## src/source/spi_pkg.sv

```systemverilog
`default_nettype none

package spi_pkg;

  // --------------------
  // Word and bus widths
  // --------------------
  localparam int BYTE_W = 8;  // SPI word, MSB first
  localparam int SYNC_STAGES = 2;  // Flops per pin synchronizer

  // One SPI word
  typedef logic [BYTE_W-1:0] byte_t;

  // Receive FIFO payload, first flag above the data byte
  typedef struct packed {
    logic  first;  // First byte after SSEL fell
    byte_t data;
  } rx_entry_t;

  // --------------------
  // Transaction FSM
  // --------------------
  // FILL primes the status byte, IDLE waits for the first received byte,
  // XFER runs until the bus is released and the receive FIFO has drained
  typedef enum logic [1:0] {
    FILL = 2'd0,
    IDLE = 2'd1,
    XFER = 2'd2
  } target_state_t;

endpackage

`default_nettype wire

```

## src/source/spi_layer_if.sv

```systemverilog
`timescale 1ns/1ns
`default_nettype none

interface spi_layer_if;

  logic              cyc;     // SSEL held low
  logic              get;     // Transmit FIFO has room
  logic              rdy;     // Target offers tx_dat
  spi_pkg::byte_t    tx_dat;  // Byte for the transmit FIFO
  logic              wat;     // Receive FIFO empty
  logic              ack;     // Target takes rx_ent
  spi_pkg::rx_entry_t rx_ent;  // Head of the receive FIFO

  // SPI side
  modport layer (
    output cyc, get, wat, rx_ent,
    input  rdy, tx_dat, ack
  );

  // Transaction FSM side
  modport target (
    input  cyc, get, wat, rx_ent,
    output rdy, tx_dat, ack
  );

endinterface

`default_nettype wire

```

## src/source/spi_fifo.sv

```systemverilog
`timescale 1ns/1ns
`default_nettype none

module spi_fifo #(
  parameter type T = spi_pkg::byte_t,
  parameter int DEPTH = 16  // Power of two
) (
  input  logic clock,
  input  logic reset,
  input  logic push_i,
  input  T     data_i,
  input  logic pop_i,
  input  logic flush_i,  // Drops every entry
  output T     data_o,   // Head entry while not empty
  output logic empty_o,
  output logic full_o
);

  localparam int AW = $clog2(DEPTH);

  T mem [DEPTH];

  // Extra top bit tells full from empty
  logic [AW:0] wr_ptr;
  logic [AW:0] rd_ptr;
  logic        do_push;
  logic        do_pop;

  assign empty_o = (wr_ptr == rd_ptr);
  assign full_o  = (wr_ptr[AW] != rd_ptr[AW]) && (wr_ptr[AW-1:0] == rd_ptr[AW-1:0]);

  assign do_push = push_i && !full_o;
  assign do_pop  = pop_i && !empty_o;

  assign data_o = mem[rd_ptr[AW-1:0]];  // Fall-through head

  // Storage
  always_ff @(posedge clock) begin
    if (do_push) begin
      mem[wr_ptr[AW-1:0]] <= data_i;
    end
  end

  // --------------------
  // Pointers
  // --------------------
  always_ff @(posedge clock) begin
    if (reset) begin
      wr_ptr <= '0;
      rd_ptr <= '0;
    end else if (flush_i) begin
      rd_ptr <= wr_ptr;  // Empties in one cycle and loses any push here
    end else begin
      if (do_push) begin
        wr_ptr <= wr_ptr + 1'b1;
      end
      if (do_pop) begin
        rd_ptr <= rd_ptr + 1'b1;
      end
    end
  end

endmodule

`default_nettype wire

```

## src/source/spi_shifter.sv

```systemverilog
`timescale 1ns/1ns
`default_nettype none

module spi_shifter #(
  parameter spi_pkg::byte_t HEADER = 8'ha7
) (
  input  logic           clock,
  input  logic           reset,
  // Bus pins, asynchronous to clock
  input  logic           sck_i,
  input  logic           ssel_i,
  input  logic           mosi_i,
  output logic           miso_o,
  // Towards the layer
  output logic           start_o,     // SSEL fell
  output logic           end_o,       // SSEL rose
  output logic           active_o,
  output logic           load_o,      // Next transmit byte wanted now
  input  spi_pkg::byte_t load_dat_i,
  output logic           rx_valid_o,
  output spi_pkg::byte_t rx_dat_o,
  output logic           rx_first_o
);

  localparam int N = spi_pkg::SYNC_STAGES;
  localparam int CNT_W = $clog2(spi_pkg::BYTE_W);
  localparam int MSB = spi_pkg::BYTE_W - 1;

  logic [N-1:0]   sck_sync;
  logic [N-1:0]   ssel_sync;
  logic [N-1:0]   mosi_sync;
  logic           sck_s, ssel_s, mosi_s;  // Synchronized pins
  logic           sck_q, ssel_q;          // One cycle older, for edges
  logic           sck_rise, sck_fall;
  logic           last_bit;
  logic [CNT_W-1:0] bit_cnt;  // Rising edges seen in this byte
  spi_pkg::byte_t rx_sh;
  spi_pkg::byte_t tx_sh;
  logic           first;

  // --------------------
  // Pin synchronizers
  // --------------------
  always_ff @(posedge clock) begin
    if (reset) begin
      sck_sync  <= '0;
      ssel_sync <= '1;  // Bus idle, target deselected
      mosi_sync <= '0;
      sck_q     <= 1'b0;
      ssel_q    <= 1'b1;
    end else begin
      sck_sync  <= {sck_sync[N-2:0], sck_i};
      ssel_sync <= {ssel_sync[N-2:0], ssel_i};
      mosi_sync <= {mosi_sync[N-2:0], mosi_i};
      sck_q     <= sck_s;
      ssel_q    <= ssel_s;
    end
  end

  assign sck_s  = sck_sync[N-1];
  assign ssel_s = ssel_sync[N-1];
  assign mosi_s = mosi_sync[N-1];

  // Edges, SCK only counts while selected
  assign active_o = ~ssel_s;
  assign start_o  = ~ssel_s & ssel_q;
  assign end_o    = ssel_s & ~ssel_q;
  assign sck_rise = active_o & sck_s & ~sck_q;
  assign sck_fall = active_o & ~sck_s & sck_q;

  assign last_bit = (bit_cnt == CNT_W'(MSB));
  // Counter wrapped to 0 means eight rising edges have passed
  assign load_o = sck_fall && (bit_cnt == '0);

  // --------------------
  // Bit counter and MOSI
  // --------------------
  always_ff @(posedge clock) begin
    if (reset) begin
      bit_cnt    <= '0;
      first      <= 1'b0;
      rx_valid_o <= 1'b0;
    end else begin
      rx_valid_o <= sck_rise && last_bit;
      if (start_o) begin
        bit_cnt <= '0;
        first   <= 1'b1;
      end else if (sck_rise) begin
        bit_cnt <= bit_cnt + 1'b1;
        if (last_bit) first <= 1'b0;  // Only the first byte keeps it
      end
    end
  end

  always_ff @(posedge clock) begin
    if (sck_rise) begin
      rx_sh <= {rx_sh[MSB-1:0], mosi_s};  // Mode 0 samples on rising SCK
    end
    if (sck_rise && last_bit) begin
      rx_dat_o   <= {rx_sh[MSB-1:0], mosi_s};
      rx_first_o <= first;
    end
  end

  // MISO changes on falling SCK, header sits ready before the first rise
  always_ff @(posedge clock) begin
    if (start_o) tx_sh <= HEADER;
    else if (load_o) tx_sh <= load_dat_i;
    else if (sck_fall) tx_sh <= {tx_sh[MSB-1:0], 1'b0};
  end

  assign miso_o = active_o & tx_sh[MSB];  // Held low while deselected

endmodule

`default_nettype wire

```

## src/source/spi_layer.sv

```systemverilog
`timescale 1ns/1ns
`default_nettype none

module spi_layer #(
  parameter int DEPTH = 16,
  parameter spi_pkg::byte_t HEADER = 8'ha7
) (
  input  logic       clock,
  input  logic       reset,
  input  logic       sck_i,
  input  logic       ssel_i,
  input  logic       mosi_i,
  output logic       miso_o,
  spi_layer_if.layer lif,
  output logic       ovf_o,    // Received byte dropped
  output logic       unf_o,    // 0x00 went out for lack of data
  output logic       start_o
);

  logic               sh_end;
  logic               load;
  logic               rx_valid;
  logic               rx_first;
  spi_pkg::byte_t     rx_dat;
  spi_pkg::byte_t     load_dat;
  spi_pkg::byte_t     tx_head;
  logic               tx_empty, tx_full;
  spi_pkg::rx_entry_t rx_in;
  logic               rx_full;
  logic               unf_pend;  // A filler byte is on its way out

  spi_shifter #(
    .HEADER (HEADER)
  ) u_shifter (
    .clock      (clock),
    .reset      (reset),
    .sck_i      (sck_i),
    .ssel_i     (ssel_i),
    .mosi_i     (mosi_i),
    .miso_o     (miso_o),
    .start_o    (start_o),
    .end_o      (sh_end),
    .active_o   (lif.cyc),
    .load_o     (load),
    .load_dat_i (load_dat),
    .rx_valid_o (rx_valid),
    .rx_dat_o   (rx_dat),
    .rx_first_o (rx_first)
  );

  // --------------------
  // Transmit path
  // --------------------
  assign lif.get  = ~tx_full;
  assign load_dat = tx_empty ? '0 : tx_head;  // Filler on empty

  spi_fifo #(
    .T     (spi_pkg::byte_t),
    .DEPTH (DEPTH)
  ) u_tx_fifo (
    .clock   (clock),
    .reset   (reset),
    .push_i  (lif.get & lif.rdy),
    .data_i  (lif.tx_dat),
    .pop_i   (load),
    .flush_i (sh_end),  // Leftovers never reach the next transaction
    .data_o  (tx_head),
    .empty_o (tx_empty),
    .full_o  (tx_full)
  );

  // --------------------
  // Receive path
  // --------------------
  assign rx_in.first = rx_first;
  assign rx_in.data  = rx_dat;

  spi_fifo #(
    .T     (spi_pkg::rx_entry_t),
    .DEPTH (DEPTH)
  ) u_rx_fifo (
    .clock   (clock),
    .reset   (reset),
    .push_i  (rx_valid),
    .data_i  (rx_in),
    .pop_i   (lif.ack),
    .flush_i (1'b0),
    .data_o  (lif.rx_ent),
    .empty_o (lif.wat),
    .full_o  (rx_full)
  );

  // Error pulses
  // Underrun is raised once the filler byte has really been clocked out,
  // so the load after the final byte of a transaction does not count
  always_ff @(posedge clock) begin
    if (reset) begin
      ovf_o    <= 1'b0;
      unf_o    <= 1'b0;
      unf_pend <= 1'b0;
    end else begin
      ovf_o <= rx_valid & rx_full;  // Byte dropped
      unf_o <= rx_valid & unf_pend;
      if (start_o) unf_pend <= 1'b0;
      else if (load) unf_pend <= tx_empty;
      else if (rx_valid) unf_pend <= 1'b0;
    end
  end

endmodule

`default_nettype wire

```

## src/source/spi_status_regs.sv

```systemverilog
`timescale 1ns/1ns
`default_nettype none

module spi_status_regs (
  input  logic                        clock,
  input  logic                        reset,
  input  logic [spi_pkg::BYTE_W-2:0]  status_i,
  input  logic                        start_i,   // Transaction began
  input  logic                        ovf_i,
  input  logic                        unf_i,
  input  logic                        clear_i,   // Drops both sticky flags
  output spi_pkg::byte_t              status_byte_o,
  output logic                        overflow_o,
  output logic                        underrun_o
);

  logic [spi_pkg::BYTE_W-2:0] snap;  // status_i as last captured

  // --------------------
  // Snapshot
  // --------------------
  // Last value seen in reset is what the first status byte carries
  always_ff @(posedge clock) begin
    if (reset || start_i) begin
      snap <= status_i;
    end
  end

  // Sticky flags, a pulse in the same cycle as clear wins
  always_ff @(posedge clock) begin
    if (reset) begin
      overflow_o <= 1'b0;
      underrun_o <= 1'b0;
    end else begin
      overflow_o <= ovf_i | (overflow_o & ~clear_i);
      underrun_o <= unf_i | (underrun_o & ~clear_i);
    end
  end

  // Error summary on top, snapshot below
  assign status_byte_o = {overflow_o | underrun_o, snap};

endmodule

`default_nettype wire

```

## src/source/spi_target.sv

```systemverilog
`timescale 1ns/1ns
`default_nettype none

module spi_target (
  input  logic           clock,
  input  logic           reset,
  spi_layer_if.target    lif,
  input  spi_pkg::byte_t status_byte_i,
  // Outgoing stream, towards MISO
  input  logic           s_tvalid_i,
  output logic           s_tready_o,
  input  spi_pkg::byte_t s_tdata_i,
  // Incoming stream, from MOSI
  output logic           m_tvalid_o,
  input  logic           m_tready_i,
  output logic           m_tfirst_o,
  output spi_pkg::byte_t m_tdata_o
);

  spi_pkg::target_state_t state;
  logic                   offer;  // Stream may feed the transmit FIFO

  // --------------------
  // Transmit selection
  // --------------------
  // Stream held off in FILL and in XFER after SSEL rose,
  // so the status byte is the first one queued for the next transaction
  assign offer = (state == spi_pkg::IDLE) || ((state == spi_pkg::XFER) && lif.cyc);

  assign lif.tx_dat = (state == spi_pkg::FILL) ? status_byte_i : s_tdata_i;
  assign lif.rdy    = (state == spi_pkg::FILL) || (offer && s_tvalid_i);
  assign s_tready_o = offer && lif.get;

  // Receive head straight onto the stream
  assign m_tvalid_o = ~lif.wat;
  assign m_tdata_o  = lif.rx_ent.data;
  assign m_tfirst_o = lif.rx_ent.first;
  assign lif.ack    = m_tready_i & ~lif.wat;

  // --------------------
  // Transaction FSM
  // --------------------
  always_ff @(posedge clock) begin
    if (reset) begin
      state <= spi_pkg::FILL;
    end else begin
      case (state)
        spi_pkg::FILL: begin
          if (lif.get) state <= spi_pkg::IDLE;  // Status byte written this cycle
        end
        spi_pkg::IDLE: begin
          if (lif.cyc && !lif.wat) state <= spi_pkg::XFER;  // First byte arrived
        end
        spi_pkg::XFER: begin
          // Bus released and the sink has taken everything
          if (!lif.cyc && lif.wat) state <= spi_pkg::FILL;
        end
        default: state <= spi_pkg::FILL;
      endcase
    end
  end

endmodule

`default_nettype wire

```

## src/source/spi_top.sv

```systemverilog
`timescale 1ns/1ns
`default_nettype none

module spi_top #(
  parameter int DEPTH = 16,  // Entries per FIFO
  parameter spi_pkg::byte_t HEADER = 8'ha7
) (
  input  logic                       clock,
  input  logic                       reset,
  input  logic [spi_pkg::BYTE_W-2:0] status_i,
  input  logic                       clear_i,
  output logic                       overflow_o,
  output logic                       underrun_o,
  // Target to master
  input  logic                       s_tvalid_i,
  output logic                       s_tready_o,
  input  spi_pkg::byte_t             s_tdata_i,
  // Master to target
  output logic                       m_tvalid_o,
  input  logic                       m_tready_i,
  output spi_pkg::byte_t             m_tdata_o,
  output logic                       m_tfirst_o,
  // SPI pins
  input  logic                       sck_i,
  input  logic                       ssel_i,
  input  logic                       mosi_i,
  output logic                       miso_o
);

  spi_layer_if lif ();

  logic           start, ovf, unf;
  spi_pkg::byte_t status_byte;

  // --------------------
  // SPI side
  // --------------------
  spi_layer #(
    .DEPTH  (DEPTH),
    .HEADER (HEADER)
  ) u_layer (
    .clock   (clock),
    .reset   (reset),
    .sck_i   (sck_i),
    .ssel_i  (ssel_i),
    .mosi_i  (mosi_i),
    .miso_o  (miso_o),
    .lif     (lif.layer),
    .ovf_o   (ovf),
    .unf_o   (unf),
    .start_o (start)
  );

  // Stream side and FSM
  spi_target u_target (
    .clock         (clock),
    .reset         (reset),
    .lif           (lif.target),
    .status_byte_i (status_byte),
    .s_tvalid_i    (s_tvalid_i),
    .s_tready_o    (s_tready_o),
    .s_tdata_i     (s_tdata_i),
    .m_tvalid_o    (m_tvalid_o),
    .m_tready_i    (m_tready_i),
    .m_tfirst_o    (m_tfirst_o),
    .m_tdata_o     (m_tdata_o)
  );

  spi_status_regs u_status (
    .clock         (clock),
    .reset         (reset),
    .status_i      (status_i),
    .start_i       (start),
    .ovf_i         (ovf),
    .unf_i         (unf),
    .clear_i       (clear_i),
    .status_byte_o (status_byte),
    .overflow_o    (overflow_o),
    .underrun_o    (underrun_o)
  );

endmodule

`default_nettype wire

```

## config.mk

```make
export PLATFORM = sky130hd
export DESIGN_NAME = spi_top
export DESIGN_NICKNAME = d
export VERILOG_FILES = /design/src/source/spi_pkg.sv /design/src/source/spi_layer_if.sv /design/src/source/spi_fifo.sv /design/src/source/spi_shifter.sv /design/src/source/spi_layer.sv /design/src/source/spi_status_regs.sv /design/src/source/spi_target.sv /design/src/source/spi_top.sv
export SDC_FILE = /design/constraint.sdc
export NUM_CORES = 1
export LEC_CHECK = 0
export BUFFER_PORTS_ARGS = -buffer_cell sky130_fd_sc_hd__buf_2
export CAP_MARGIN = 20
export CORE_ASPECT_RATIO = 0.8
export CORE_MARGIN = 2
export CORE_UTILIZATION = 55
export DETAILED_ROUTE_END_ITERATION = 8
export PLACE_DENSITY = 0.8
export SETUP_SLACK_MARGIN = 0.2
export SLEW_MARGIN = 20
export SYNTH_ARGS = -nofsm -noshare
export SYNTH_HDL_FRONTEND = slang
export SYNTH_SLANG_ARGS = --single-unit
```

## constraint.sdc

```tcl
create_clock -name clock -period 2.5 [get_ports clock]
set_input_delay 0.375 -clock clock [delete_from_list [all_inputs] [get_ports clock]]
set_output_delay 0.375 -clock clock [all_outputs]
set_load 0.02 [all_outputs]
```

==> flow_metrics.py <==
metrics = {
    "run_status": {
        "status": "complete, but fails checks",
        "violations": "setup timing",
    },
    "sta": {
        "period_share_pct": 108,
        "relSlewSlack_pct": 34.0,
        "fin_skew_ns": 0.0134,
        "finalSetupViolations": 9,
        "worst_pin_slew_ns": 0.990,
        "rsz0062_at_grt": "true",
        "worst_slack_ns": -0.190,
        "max_freq_ghz": 0.372,
        "finalHoldViolations": 0,
        "drv_slew": 0,
        "min_period_ns": 2.69,
    },
    "clock_network": {
        "path_clk_slew_ns": 0.06,
        "clockRootBuffer": "clkbuf_16",
        "htreeDepth": 2,
        "clock_path_buffers": 3,
        "cts_tree": "done",
        "clk_latency_ns": 0.50,
        "clkSinkCount": 351,
        "cts_inserted_buffers": 35,
    },
    "drt": {
        "met1_length_microns": 11800,
        "ant_nets": 0,
        "met2_length_microns": 13700,
        "wl_met3_microns": 2970,
        "wl_microns": 29100,
        "drt_iter0_markers": 893,
        "via_count": 7383,
        "dr.pass1.iters": 7,
        "post-route-drc-count": 0,
        "top_layer": "met4",
        "via_per_inst": 6.32,
        "routedWlPerCell_microns": 24.9,
    },
    "critical_path": {
        "path_buf_inv": 3,
        "crit_fanout": 6,
        "end_kind": "output pin",
        "r2r_start": "u_layer.u_rx_fifo.wr_ptr[0]",
        "worst-path-stages": 5,
        "arrival_ns": 2.32,
        "cpPeakStageDelay_ns": 0.52,
        "worstSetupStartpointType": "flip-flop",
        "cp_slowest_cell": "mux4_2",
        "r2r_end": "u_layer.u_rx_fifo.mem[8][6]",
        "crit_family": "multiplexers",
        "ff2ff_path_depth": 5,
        "required_ns": 2.12,
        "r2r_slack_ns": 0.37,
        "crit_type": "flip-flop to output pin",
        "path_cells": "buf_6 -> buf_16 -> mux4_2 -> mux4_2 -> buf_6",
    },
    "yosys": {
        "synthCells": 750,
        "seq_area_frac_synth_pct": 72.2,
        "syn-cell-area_sq_um": 13800,
        "synth_area_per_cell_sq_um": 18.4,
        "synthesis.nets": 786,
        "synth-edff-count": 295,
        "async_flop_share_pct": 0,
        "ys_warn_count": 0,
        "synth_flop_cell": "edfxtp_1",
        "synth_cell_types": 56,
        "ys_ff_latch": 351,
    },
    "floorplan": {
        "die_width_microns": 181,
        "initial_core_util_pct": 56.4,
        "ios": 37,
        "num_rows": 51,
        "dieArea_sq_um": 26400,
        "core_region_area_sq_um": 24500,
        "dieHeight_microns": 146,
    },
    "layout": {
        "n_antenna_cell": 0,
        "finalNonFillerCells": 1168,
        "area_delta_synth_final_pct": 15.1,
        "drive_gt1_share_pct": 29.3,
        "fillCellCount": 1579,
        "seq_area_sq_um": 9990,
        "layout.nets": 860,
        "multiInputGateArea_sq_um": 3580,
        "final_util_pct": 64.9,
    },
    "power_and_ir_drop": {
        "powerDensity_nw_per_um2": 766,
        "leakagePower_nw": 5.27,
        "switching_share_pct": 19.7,
        "combinationalPowerShare_pct": 3.1,
        "switching_power_w": 0.00240,
        "pwr-share-clk_pct": 44.1,
        "p_seq_share_pct": 52.9,
        "ir_worst_vdd_uv": 527,
        "power.internal_w": 0.00979,
    },
    "hold_path": {
        "hold_path_depth": 1,
        "hp-start": "status_i[3]",
        "whs_endpoint": "u_status.snap[3]",
        "hp-class": "input pin to flip-flop",
    },
    "placement": {
        "dpl.cell_count": 1097,
        "dp_hpwl_microns": 17800,
        "place.port_buffers": 36,
        "place_congestion": 0.871,
    },
    "global_routing": {
        "grt_pass1_vias": 7501,
        "grt_pass1_wl_microns": 44700,
        "grt_overflow_total": 0,
        "grt_start_max_net_pins": 37,
        "antenna_found_initial": 0,
        "globalRouteTotalUtil_pct": 22.6,
    },
    "flow_run": {
        "maxCapViolCount": 0,
    },
}
==> Yosys cell counts, types with 9 or more instances <==
| master | n | area, sq um |
|---|---|---|
| nand2_1 | 14 | 52.6 |
| nor2b_1 | 19 | 119 |
| nor2_1 | 46 | 173 |
| clkbuf_1 | 13 | 48.8 |
| nand3_1 | 12 | 60.1 |
| mux2_2 | 14 | 158 |
| nand2b_1 | 9 | 56.3 |
| ha_1 | 13 | 163 |
| xnor2_1 | 13 | 114 |
| a21oi_1 | 23 | 115 |
| inv_1 | 11 | 41.3 |
| buf_6 | 9 | 101 |
| nor3_1 | 11 | 55.1 |
| and3_1 | 21 | 131 |
| edfxtp_1 | 295 | 8860 |
| mux4_2 | 77 | 1730 |
| dfxtp_1 | 56 | 1120 |
==> cells in the final DEF, fill, tap and decap left out, types with 9 or more instances in the layout <==
| cell | count |
|---|---|
| nor2b_1 | 18 |
| nand2_1 | 14 |
| ha_1 | 13 |
| nand2b_1 | 9 |
| nor2_1 | 46 |
| buf_4 | 29 |
| edfxtp_1 | 295 |
| mux4_2 | 77 |
| inv_1 | 11 |
| nand3_1 | 12 |
| nor3_1 | 11 |
| mux2_2 | 14 |
| clkbuf_16 | 38 |
| buf_6 | 12 |
| a21oi_1 | 23 |
| dfxtp_1 | 52 |
| xnor2_1 | 13 |
| buf_2 | 27 |
| and3_1 | 13 |
==> power by group through the flow <==
stage               logic (W)  registers, W  clock network (W)
finish               0.000376       0.00644            0.00537
global route         0.000414       0.00645            0.00567
CTS                  0.000377       0.00644            0.00544
detailed placement   0.000374       0.00657                  0
global placement     0.000355       0.00656                  0
floorplan            0.000242       0.00655                  0
==> registers in the layout, indices dropped and copies added (netlist names), 5 cells and up, named ones only <==
signal                      count
u_layer.u_rx_fifo.rd_ptr        5
u_layer.u_shifter.rx_dat_o      8
u_layer.u_rx_fifo.wr_ptr        5
u_layer.u_tx_fifo.wr_ptr        5
u_layer.u_tx_fifo.mem         128
u_status.snap                   7
u_layer.u_shifter.rx_sh         7
u_layer.u_shifter.tx_sh         8
u_layer.u_tx_fifo.rd_ptr        5
u_layer.u_rx_fifo.mem         144
==> through the flow <==
| stage | hold slack [ns] | cell area [sq um] | total power (W) | TNS (ns) | worst slack (ns) |
|---|---|---|---|---|---|
| 2_1_floorplan | 0.389 | 13800 | 0.00679 | 0 | 0.393 |
| 3_3_place_gp | 0.391 | 14500 | 0.00691 | 0 | 0.330 |
| 3_5_place_dp | 0.399 | 14500 | 0.00694 | 0 | 0.189 |
| 4_1_cts | 0.0320 | 15900 | 0.0123 | -1.55 | -0.184 |
| 5_1_grt | 0.0315 | 15900 | 0.0125 | -2.02 | -0.264 |
| 6_report | 0.0486 | 15900 | 0.0122 | -1.51 | -0.190 |
==> final cells by class <==
class / count / area share, %
tap: 318 / 2.50
clock inverter: 15 / 1.05
inverter: 11 / 0.260
sequential: 351 / 62.8
multi-input combinational: 348 / 22.5
timing repair buffer: 77 / 4.39
clock buffer: 48 / 6.53
==> worst reg2reg max path: cells and delay by family (launching register included) <==
family                 cells  cell delay (ns)
AO/OA/AOI/OAI              1             0.37
flip-flops                 1             0.48
buffers and inverters      1             0.20
XOR/XNOR                   1             0.12
AND/OR/NAND/NOR            2             0.67
==> metal layers <==
layer  up-vias  global-route usage (%)
met2       424                    35.1
met1      3770                    32.9
met4         0                    5.85
met5         -                       0
met3        47                    5.06
li1       3142                       -
==> logic make-up (layout without fill, tap and decap cells) <==
family	Yosys count	after routing	share of synthesized area [%]
compound gates	61	61	3.08
flops	351	351	72.2
mux	98	98	14.2
fa+ha+maj	13	13	1.18
simple gates	157	157	6.13
buf+inv	51	151	2.01
xor+xnor	19	19	1.20
==> timing repair <==
item                                    CTS  global route
resized for setup                        34             8
endpoints found under the setup margin   74            63
buffers inserted                          4             0
hold endpoints to repair                  0             0
gates cloned                              4             0
hold buffers                              0             0
==> worst max path at each step <==
stage	endpoint	from	slack, ns
after global placement	m_tdata_o[5]	flip-flop	0.33
after global routing	m_tdata_o[5]	flip-flop	-0.26
after CTS	m_tdata_o[0]	flip-flop	-0.18
after detailed placement	u_layer.u_rx_fifo.mem[14][3]	u_layer.u_rx_fifo.wr_ptr[2]	0.19
after floorplan	u_layer.u_tx_fifo.mem[3][0]	u_layer.u_tx_fifo.wr_ptr[3]	0.39
final	m_tdata_o[5]	flip-flop	-0.19
(Power assumes the default switching activity.)
